File: src/hw/ec_time_params.svh
`ifndef EC_TIME_PARAMS_SVH
`define EC_TIME_PARAMS_SVH

// Lap period of the distributed clock, in ns.
`define EC_LAP_DIVISOR_W 16
`define EC_LAP_DIVISOR 16'd31250

// Pipeline depth of the lap multiplier.
`define EC_MULT_LATENCY 5

// Capture events held while a conversion runs. Must be a power of two.
`define EC_QUEUE_DEPTH 8

`endif
File: src/hw/ec_time_pkg.sv
package ec_time_pkg;

  localparam int EC_TIME_W = 64;
  localparam int LAP_W = 47;
  localparam int UFREQ_MULT_W = 9;
  localparam int SYS_TIME_W = 56;

  // Distributed-clock timestamp in ns.
  typedef logic [EC_TIME_W-1:0] ec_time_t;

  // Lap count as seen by the multiplier.
  typedef logic [LAP_W-1:0] lap_t;

  // System clock multiplier per lap.
  typedef logic [UFREQ_MULT_W-1:0] ufreq_mult_t;

  typedef logic [SYS_TIME_W-1:0] sys_time_t;

  // Converter output; valid pulses for one cycle per conversion.
  typedef struct packed {
    logic      valid;
    sys_time_t sys_time;
  } sys_result_t;

endpackage

File: src/hw/ec_time_unit.sv
`timescale 1ns/1ps
`include "ec_time_params.svh"

module ec_time_unit (
  input  logic                     CLK,
  input  logic                     reset,
  input  ec_time_pkg::ec_time_t    ec_time,
  input  logic                     ec_valid,
  input  ec_time_pkg::ufreq_mult_t ufreq_mult,
  output ec_time_pkg::sys_result_t result,
  output logic                     overflow
);

  import ec_time_pkg::*;

  ec_time_t queue_head;
  logic queue_not_empty;
  logic queue_pop;

  // Absorbs capture bursts while a conversion runs.
  event_queue #(
    .payload_t (ec_time_t),
    .DEPTH     (`EC_QUEUE_DEPTH)
  ) queue_i (
    .CLK       (CLK),
    .reset     (reset),
    .push      (ec_valid),
    .push_data (ec_time),
    .pop       (queue_pop),
    .head      (queue_head),
    .not_empty (queue_not_empty),
    .overflow  (overflow)
  );

  ec_time_to_sys_time conv_i (
    .CLK             (CLK),
    .reset           (reset),
    .queue_head      (queue_head),
    .queue_not_empty (queue_not_empty),
    .ufreq_mult      (ufreq_mult),
    .queue_pop       (queue_pop),
    .result          (result)
  );

endmodule

File: src/hw/ec_time_to_sys_time.sv
`timescale 1ns/1ps
`include "ec_time_params.svh"

module ec_time_to_sys_time (
  input  logic                     CLK,
  input  logic                     reset,
  input  ec_time_pkg::ec_time_t    queue_head,
  input  logic                     queue_not_empty,
  input  ec_time_pkg::ufreq_mult_t ufreq_mult,
  output logic                     queue_pop,
  output ec_time_pkg::sys_result_t result
);

  import ec_time_pkg::*;

  localparam int MULT_LATENCY = `EC_MULT_LATENCY;
  localparam int CNT_W = $clog2(MULT_LATENCY);

  typedef enum logic [1:0] {
    WAIT,
    LOAD,
    DIV_WAIT,
    MULT_WAIT
  } state_t;

  state_t state;
  ec_time_t ts;
  logic din_valid;
  logic din_ready;
  logic div_dout_valid;
  ec_time_t quotient;
  sys_time_t product;
  logic [CNT_W-1:0] mult_cnt;
  logic result_valid;

  assign queue_pop = (state == WAIT) && queue_not_empty;
  assign result = '{valid: result_valid, sys_time: product};

  lap_divider div_i (
    .CLK        (CLK),
    .reset      (reset),
    .din_valid  (din_valid),
    .dividend   (ts),
    .din_ready  (din_ready),
    .dout_valid (div_dout_valid),
    .quotient   (quotient)
  );

  // Quotient is held until the next division, so the pipeline settles on it.
  lap_multiplier mult_i (
    .CLK        (CLK),
    .reset      (reset),
    .lap        (quotient[$bits(lap_t)-1:0]),
    .ufreq_mult (ufreq_mult),
    .product    (product)
  );

  always_ff @(posedge CLK) begin
    if (queue_pop) begin
      ts <= queue_head;
    end
  end

  always_ff @(posedge CLK) begin
    if (reset) begin
      state <= WAIT;
      din_valid <= 1'b0;
      mult_cnt <= '0;
      result_valid <= 1'b0;
    end else begin
      result_valid <= 1'b0;
      case (state)
        WAIT: begin
          if (queue_pop) begin
            din_valid <= 1'b1;
            state <= LOAD;
          end
        end
        LOAD: begin
          if (din_ready) begin
            din_valid <= 1'b0; // Transfer happens on this edge.
            state <= DIV_WAIT;
          end
        end
        DIV_WAIT: begin
          if (div_dout_valid) begin
            mult_cnt <= CNT_W'(1); // Quotient cycle is the first stage.
            state <= MULT_WAIT;
          end
        end
        MULT_WAIT: begin
          if (mult_cnt == CNT_W'(MULT_LATENCY - 1)) begin
            result_valid <= 1'b1; // Lines up with the product leaving stage 5.
            state <= WAIT;
          end else begin
            mult_cnt <= mult_cnt + 1'b1;
          end
        end
        default: state <= WAIT;
      endcase
    end
  end

  // Only one division is ever in flight, owned by this FSM.
  a_quotient_in_div_wait : assert property (
    @(posedge CLK) disable iff (reset) div_dout_valid |-> (state == DIV_WAIT)
  ) else $error("ec_time_to_sys_time: quotient outside DIV_WAIT");

endmodule

File: src/hw/lap_multiplier.sv
`timescale 1ns/1ps

module lap_multiplier (
  input  logic                     CLK,
  input  logic                     reset,
  input  ec_time_pkg::lap_t        lap,
  input  ec_time_pkg::ufreq_mult_t ufreq_mult,
  output ec_time_pkg::sys_time_t   product
);

  import ec_time_pkg::*;

  localparam int PP_W = $bits(lap_t) + 4;

  typedef struct packed {
    lap_t        a;
    ufreq_mult_t b;
  } operands_t;

  typedef struct packed {
    logic [PP_W-1:0] lo;  // a * b[3:0].
    logic [PP_W-1:0] mid; // a * b[7:4].
    lap_t            hi;  // a when b[8] is set.
  } partials_t;

  typedef struct packed {
    sys_time_t sum;
    lap_t      hi;
  } partial_sum_t;

  operands_t s1;
  partials_t s2;
  partial_sum_t s3;
  sys_time_t s4;
  sys_time_t s5;

  assign product = s5;

  always_ff @(posedge CLK) begin
    if (reset) begin
      s1 <= '0;
      s2 <= '0;
      s3 <= '0;
      s4 <= '0;
      s5 <= '0;
    end else begin
      s1 <= '{a: lap, b: ufreq_mult};
      s2.lo <= PP_W'(s1.a) * PP_W'(s1.b[3:0]);
      s2.mid <= PP_W'(s1.a) * PP_W'(s1.b[7:4]);
      s2.hi <= s1.b[8] ? s1.a : '0;
      s3.sum <= sys_time_t'(s2.lo) + (sys_time_t'(s2.mid) << 4);
      s3.hi <= s2.hi;
      s4 <= s3.sum + (sys_time_t'(s3.hi) << 8); // 47 x 9 bits fits 56 exactly.
      s5 <= s4;
    end
  end

endmodule

File: src/hw/lap_divider.sv
`timescale 1ns/1ps
`include "ec_time_params.svh"

module lap_divider (
  input  logic                  CLK,
  input  logic                  reset,
  input  logic                  din_valid,
  input  ec_time_pkg::ec_time_t dividend,
  output logic                  din_ready,
  output logic                  dout_valid,
  output ec_time_pkg::ec_time_t quotient
);

  import ec_time_pkg::*;

  localparam int DIV_W = `EC_LAP_DIVISOR_W;
  localparam logic [DIV_W-1:0] DIVISOR = `EC_LAP_DIVISOR;
  localparam int STEPS = $bits(ec_time_t);
  localparam int STEP_W = $clog2(STEPS + 1);

  logic busy;
  logic [STEP_W-1:0] step;
  ec_time_t work; // Dividend shifts out the top, quotient bits shift in below.
  logic [DIV_W-1:0] rem;
  logic [DIV_W:0] trial;
  logic [DIV_W:0] diff;
  logic fits;
  logic load;
  logic iterate;
  logic finish;

  assign din_ready = !busy;
  assign load = din_valid && !busy;
  assign iterate = busy && (step != STEP_W'(STEPS));
  assign finish = busy && (step == STEP_W'(STEPS));

  // One restoring step.
  assign trial = {rem, work[STEPS-1]};
  assign diff = trial - {1'b0, DIVISOR};
  assign fits = (trial >= {1'b0, DIVISOR});

  always_ff @(posedge CLK) begin
    if (reset) begin
      busy <= 1'b0;
      step <= '0;
      dout_valid <= 1'b0;
    end else begin
      dout_valid <= 1'b0;
      if (load) begin
        busy <= 1'b1;
        step <= '0;
      end else if (iterate) begin
        step <= step + 1'b1;
      end else if (finish) begin
        busy <= 1'b0;
        dout_valid <= 1'b1;
      end
    end
  end

  always_ff @(posedge CLK) begin
    if (load) begin
      work <= dividend;
      rem <= '0;
    end else if (iterate) begin
      work <= {work[STEPS-2:0], fits};
      // Remainder stays below the divisor, so the top bit is never needed.
      rem <= fits ? diff[DIV_W-1:0] : trial[DIV_W-1:0];
    end
  end

  always_ff @(posedge CLK) begin
    if (finish) begin
      quotient <= work;
    end
  end

  // Accepted operand blocks new input for the whole division,
  // and the quotient arrives exactly 65 cycles after the transfer.
  a_busy_until_done : assert property (
    @(posedge CLK) disable iff (reset)
    (din_valid && din_ready) |=> !din_ready [*65] ##1 (dout_valid && din_ready)
  ) else $error("lap_divider: ready or result timing broken");

endmodule

File: src/hw/event_queue.sv
`timescale 1ns/1ps
`include "ec_time_params.svh"

module event_queue #(
  parameter type payload_t = logic [63:0],
  parameter int DEPTH = `EC_QUEUE_DEPTH
) (
  input  logic     CLK,
  input  logic     reset,
  input  logic     push,
  input  payload_t push_data,
  input  logic     pop,
  output payload_t head,
  output logic     not_empty,
  output logic     overflow
);

  localparam int PTR_W = $clog2(DEPTH);
  localparam int CNT_W = $clog2(DEPTH + 1);

  payload_t mem [DEPTH];
  logic [PTR_W-1:0] wr_ptr;
  logic [PTR_W-1:0] rd_ptr;
  logic [CNT_W-1:0] count;
  logic full;
  logic wr_en;
  logic rd_en;

  assign full = (count == CNT_W'(DEPTH));
  assign not_empty = (count != '0);
  assign wr_en = push && !full;
  assign rd_en = pop && not_empty;
  assign head = mem[rd_ptr]; // Head is visible as soon as not_empty rises.

  always_ff @(posedge CLK) begin
    if (wr_en) begin
      mem[wr_ptr] <= push_data;
    end
  end

  always_ff @(posedge CLK) begin
    if (reset) begin
      wr_ptr <= '0;
      rd_ptr <= '0;
      count <= '0;
      overflow <= 1'b0;
    end else begin
      if (wr_en) begin
        wr_ptr <= wr_ptr + 1'b1; // Wraps at DEPTH.
      end
      if (rd_en) begin
        rd_ptr <= rd_ptr + 1'b1;
      end
      case ({wr_en, rd_en})
        2'b10: count <= count + 1'b1;
        2'b01: count <= count - 1'b1;
        default: count <= count;
      endcase
      if (push && full) begin
        overflow <= 1'b1; // Sticky until reset.
      end
    end
  end

  // The consumer only pops what it has seen as present.
  a_no_pop_when_empty : assert property (
    @(posedge CLK) disable iff (reset) pop |-> not_empty
  ) else $error("event_queue: pop while empty");

  a_count_bound : assert property (
    @(posedge CLK) disable iff (reset) count <= CNT_W'(DEPTH)
  ) else $error("event_queue: occupancy above DEPTH");

endmodule

File: config.mk
export PLATFORM = sky130hd
export DESIGN_NAME = ec_time_unit
export DESIGN_NICKNAME = d
export VERILOG_FILES = /design/src/hw/ec_time_pkg.sv /design/src/hw/ec_time_unit.sv /design/src/hw/ec_time_to_sys_time.sv /design/src/hw/lap_multiplier.sv /design/src/hw/lap_divider.sv /design/src/hw/event_queue.sv
export VERILOG_INCLUDE_DIRS = /design/src /design/src/hw
export SDC_FILE = /design/constraint.sdc
export NUM_CORES = 2
export LEC_CHECK = 0
export BUFFER_PORTS_ARGS = -buffer_cell sky130_fd_sc_hd__buf_2
export CORE_ASPECT_RATIO = 0.8
export CORE_MARGIN = 5
export CORE_UTILIZATION = 25
export DETAILED_ROUTE_END_ITERATION = 16
export MAX_ROUTING_LAYER = met4
export PLACE_DENSITY_LB_ADDON = 0.3
export SLEW_MARGIN = 20
export SYNTH_ARGS = -nofsm -noshare
export SYNTH_HDL_FRONTEND = slang
export SYNTH_SLANG_ARGS = --single-unit
File: constraint.sdc
create_clock -name CLK -period 7.78 [get_ports CLK]
set_input_delay 1.167 -clock CLK [delete_from_list [all_inputs] [get_ports CLK]]
set_output_delay 1.167 -clock CLK [all_outputs]
set_load 0.1 [all_outputs]
==> metrics.csv <==
stage,metric,value,unit
status,outcome,"finished, final reports clean",
logic_synthesis,synth_area_leaders,"edfxtp_1 37%, dfxtp_1 17%, fa_1 6.5%",
logic_synthesis,yosysWarnings,0,
timing,setup_viol,0,
logic_synthesis,synth_ff_type,edfxtp_1,
final_layout,multi_input_area,23900,um2
clock_network,cts_buffer_depth,3,
power_and_ir_drop,powerDensity,244,nW/um2
global_routing,grt_max_degree,190,
die,fp-row-count,155,
power_and_ir_drop,ir_worst_vdd,0.212,mV
hold_path,hold_depth,1,
logic_synthesis,yosysTopAreaCell,edfxtp_1,
global_routing,antenna_found_initial,37,
timing,tns,0,ps
final_layout,syn_to_final_growth,13.5,%
routing,via_count,33900,
clock_network,path_clk_slew,70,ps
timing,final.period_utilization,72.7,%
setup_path,required,8360,ps
clock_network,cts.htree.levels,3,
routing,drt-wirelength-per-cell,16.5,um
timing,timing.fmax,0.177,GHz
logic_synthesis,ys_types,78,
placement,dp_hpwl,89.9,mm
final_layout,nets,5322,
hold_path,min_to,conv_i.mult_i.s3[34],
clock_network,cts.sinks,1150,
setup_path,start_kind,flop,
timing,rsz0062_at_grt,false,
timing,worstMarginPinSlew,1100,ps
power_and_ir_drop,p_seq_share,49.7,%
routing,first_iter_violations,2386,
power_and_ir_drop,intPower,0.0112,W
setup_path,path_max_fanout,25,
setup_path,crit_path_end_kind,flop,
timing,skew,60.2,ps
timing,drv_slew,0,
logic_synthesis,synthesis.nets,5259,
timing,relSlewSlack,25.9,%
clock_network,cts_tree,done,
setup_path,r2r_cells,16,
logic_synthesis,syn_inst,4781,
logic_synthesis,netlist_area,56100,um2
final_layout,nFillCells,23100,
timing,hold_violations,0,
clock_network,insertion_delay,750,ps
die,initial_core_util,25.1,%
power_and_ir_drop,netSwitchingFraction,27.7,%
power_and_ir_drop,combPwrFrac,16.1,%
global_routing,grt_pass1_wl,207,mm
die,die_area,234000,um2
setup_path,r2r-start,conv_i.mult_i.s1[1],
setup_path,worstReg2RegEnd,conv_i.mult_i.s2[147],
logic_synthesis,synth_edf_count,687,
final_layout,instances_no_fill,7939,
logic_synthesis,async_flop_share,0,%
global_routing,grt_use_total,11.4,%
routing,drtAntennaViolNets,0,
logic_synthesis,syn_area_per_cell,11.7,um2
placement,portBuffers,133,
clock_network,post_cts_buffers,0,
logic_synthesis,seq_area_frac_synth,53.3,%
placement,finalWeightedCongestion,0.871,
logic_synthesis,netlist.area_leader.share,36.8,%
global_routing,grt_pass1_vias,34100,
die,die_h,434,um
hold_path,hold_path.class,flop to flop,
final_layout,seqCellArea,29900,um2
power_and_ir_drop,p_leak,24.8,nW
clock_network,ctsHoldBuffers,0,
job,cap_violations,0,
setup_path,crit_type,flop to flop,
clock_network,postCtsResizedCells,0,
routing,wl,131,mm
power_and_ir_drop,switching_power,0.00430,W
setup_path,ff2ff_setup_slack,2130,ps
timing,fin_crit,5650,ps
routing,vias_per_cell,4.27,
setup_path,cp_data_arrival_time,6230,ps
power_and_ir_drop,clockPowerShare,34.2,%
placement,dp_cells,7715,
global_routing,grt-ovfl-total,0,
final_layout,drive_above_1_share,11.5,%
clock_network,cts_root_buf,clkbuf_16,
hold_path,hold_start,conv_i.mult_i.s2[34],
die,coreArea,223000,um2
clock_network,cts_made_buffers,110,
die,die_w,539,um
logic_synthesis,ys_seq_elements,1150,
final_layout,fin_util,28.5,%
routing,firstDrtPassIters,7,
die,num_io_pins,134,
routing,route.detailed.drc,0,
[worst max-delay path by stage]
stage                              startpoint               endpoint  slack [ps]  cells after the start
final                     conv_i.mult_i.s1[1]  conv_i.mult_i.s2[147]        2130                     16
after global routing      conv_i.mult_i.s1[1]  conv_i.mult_i.s2[147]        1860                     16
after CTS                 conv_i.mult_i.s1[1]  conv_i.mult_i.s2[147]        2120                     16
after detailed placement  conv_i.mult_i.s1[1]  conv_i.mult_i.s2[147]        2140                     16
after global placement    conv_i.mult_i.s1[1]  conv_i.mult_i.s2[147]        2270                     16
after floorplan                      ec_valid      queue_i.mem[2][0]        1220                      4
[routing by layer]
metal	GRT usage (%)	part of all wire, %
met4	1.98	1.6
met5	-	0
met3	2.15	5.4
met2	15.4	39
met1	17.7	54
[cells by family after synthesis]
kind of cell	count (synthesis)	synth area share (%)
DFF	1150	53.3
and+or+nand+nor	1543	13.8
AOI/OAI and AO/OA	682	7.85
adders and majority gates	402	11.4
buffers and inverters	623	4.18
xor gates and xnor gates	182	2.84
muxes	199	6.56
[power by group through the flow]
| stage | Clock (W) | Combinational (W) | Sequential, W |
|---|---|---|---|
| floorplan | 0 | 0.00182 | 0.00774 |
| global placement | 0 | 0.00252 | 0.00785 |
| detailed placement | 0 | 0.00254 | 0.00786 |
| CTS | 0.00550 | 0.00256 | 0.00773 |
| global route | 0.00575 | 0.00280 | 0.00780 |
| finish | 0.00532 | 0.00250 | 0.00772 |
[worst max-delay path, stage by stage, from the launching register on]
cell and delay, ps:
dfxtp_1 760, buf_4 370, nand2_1 110, fa_1 480, fa_1 620, inv_1 60
ha_1 290, a211oi_1 100, o21bai_2 200, a41o_2 250, a21o_2 160, a21oi_2 80
o31a_1 360, o41a_1 470, o41a_1 490, nor4bb_1 180, or4_1 550
[state kept, by name, summed over array words and instances, names as in the netlist, 16 cells and up]
| signal | cells |
|---|---|
| conv_i.div_i.quotient | 47 |
| conv_i.div_i.rem | 16 |
| conv_i.div_i.work | 64 |
| conv_i.mult_i.product | 56 |
| conv_i.mult_i.s1 | 56 |
| conv_i.mult_i.s2 | 149 |
| conv_i.mult_i.s3 | 103 |
| conv_i.mult_i.s4 | 56 |
| conv_i.ts | 64 |
| queue_i.mem | 512 |
[cell type report]
type | instances | area share, %
clock inverter | 65 | 1.03
antenna | 17 | 0.0668
multi-input combinational | 3008 | 37.5
sequential | 1150 | 47.0
inverter | 405 | 2.39
clock buffer | 142 | 4.61
timing repair buffer | 169 | 1.53
tap | 2983 | 5.86
[Yosys cell counts, types with 6 or more instances]
cell type  instances
o41ai_1            6
a211oi_1          31
o21bai_1          34
nor3_1            48
ha_1             219
o21ai_0          124
edfxtp_1         687
nand3_1           47
buf_1             18
nor4_1            10
fa_1             183
a21boi_0           7
o221ai_1           6
a21oi_1          199
inv_1            405
a31oi_1           34
o31a_1             6
nand2b_1          25
a221o_1            6
o211ai_1          14
nor2_1           292
or2_2              7
mux2_2            67
nand4_1           55
nor2b_1          213
nand2_1          450
clkbuf_1         198
a41o_1             6
o31ai_1           19
a31o_2             6
xnor2_1          100
xor2_1            82
o21a_1            22
and3_1            22
nor3b_1           12
a311oi_1           6
mux4_2           128
a21o_1           109
and2_1           337
dfxtp_1          463
[metrics by stage]
stage | power [W] | hold WS, ps | setup WS (ps) | instance area, um2
2_1_floorplan | 0.00955 | 414 | 1220 | 56100
6_report | 0.0155 | 425 | 2130 | 63700
5_1_grt | 0.0163 | 450 | 1860 | 63600
3_5_place_dp | 0.0104 | 422 | 2140 | 60000
4_1_cts | 0.0158 | 433 | 2120 | 63600
3_3_place_gp | 0.0104 | 425 | 2270 | 60000
[cell usage in the layout, fill, tap and decap left out, types with 44 or more instances in the layout]
cell type / Yosys / routed
ha_1: 219 / 219
nor3_1: 48 / 44
edfxtp_1: 687 / 687
mux2_2: 67 / 67
o21ai_0: 124 / 124
dfxtp_1: 463 / 460
a21oi_1: 199 / 199
and2_1: 337 / 336
nor2b_1: 213 / 211
clkbuf_16: 0 / 111
nor2_1: 292 / 289
nand2_1: 450 / 450
buf_2: 1 / 132
xor2_1: 82 / 82
a21o_1: 109 / 109
nand4_1: 55 / 55
xnor2_1: 100 / 100
nand3_1: 47 / 47
mux4_2: 128 / 128
fa_1: 183 / 183
inv_1: 405 / 403
(Power assumes the default switching activity.)
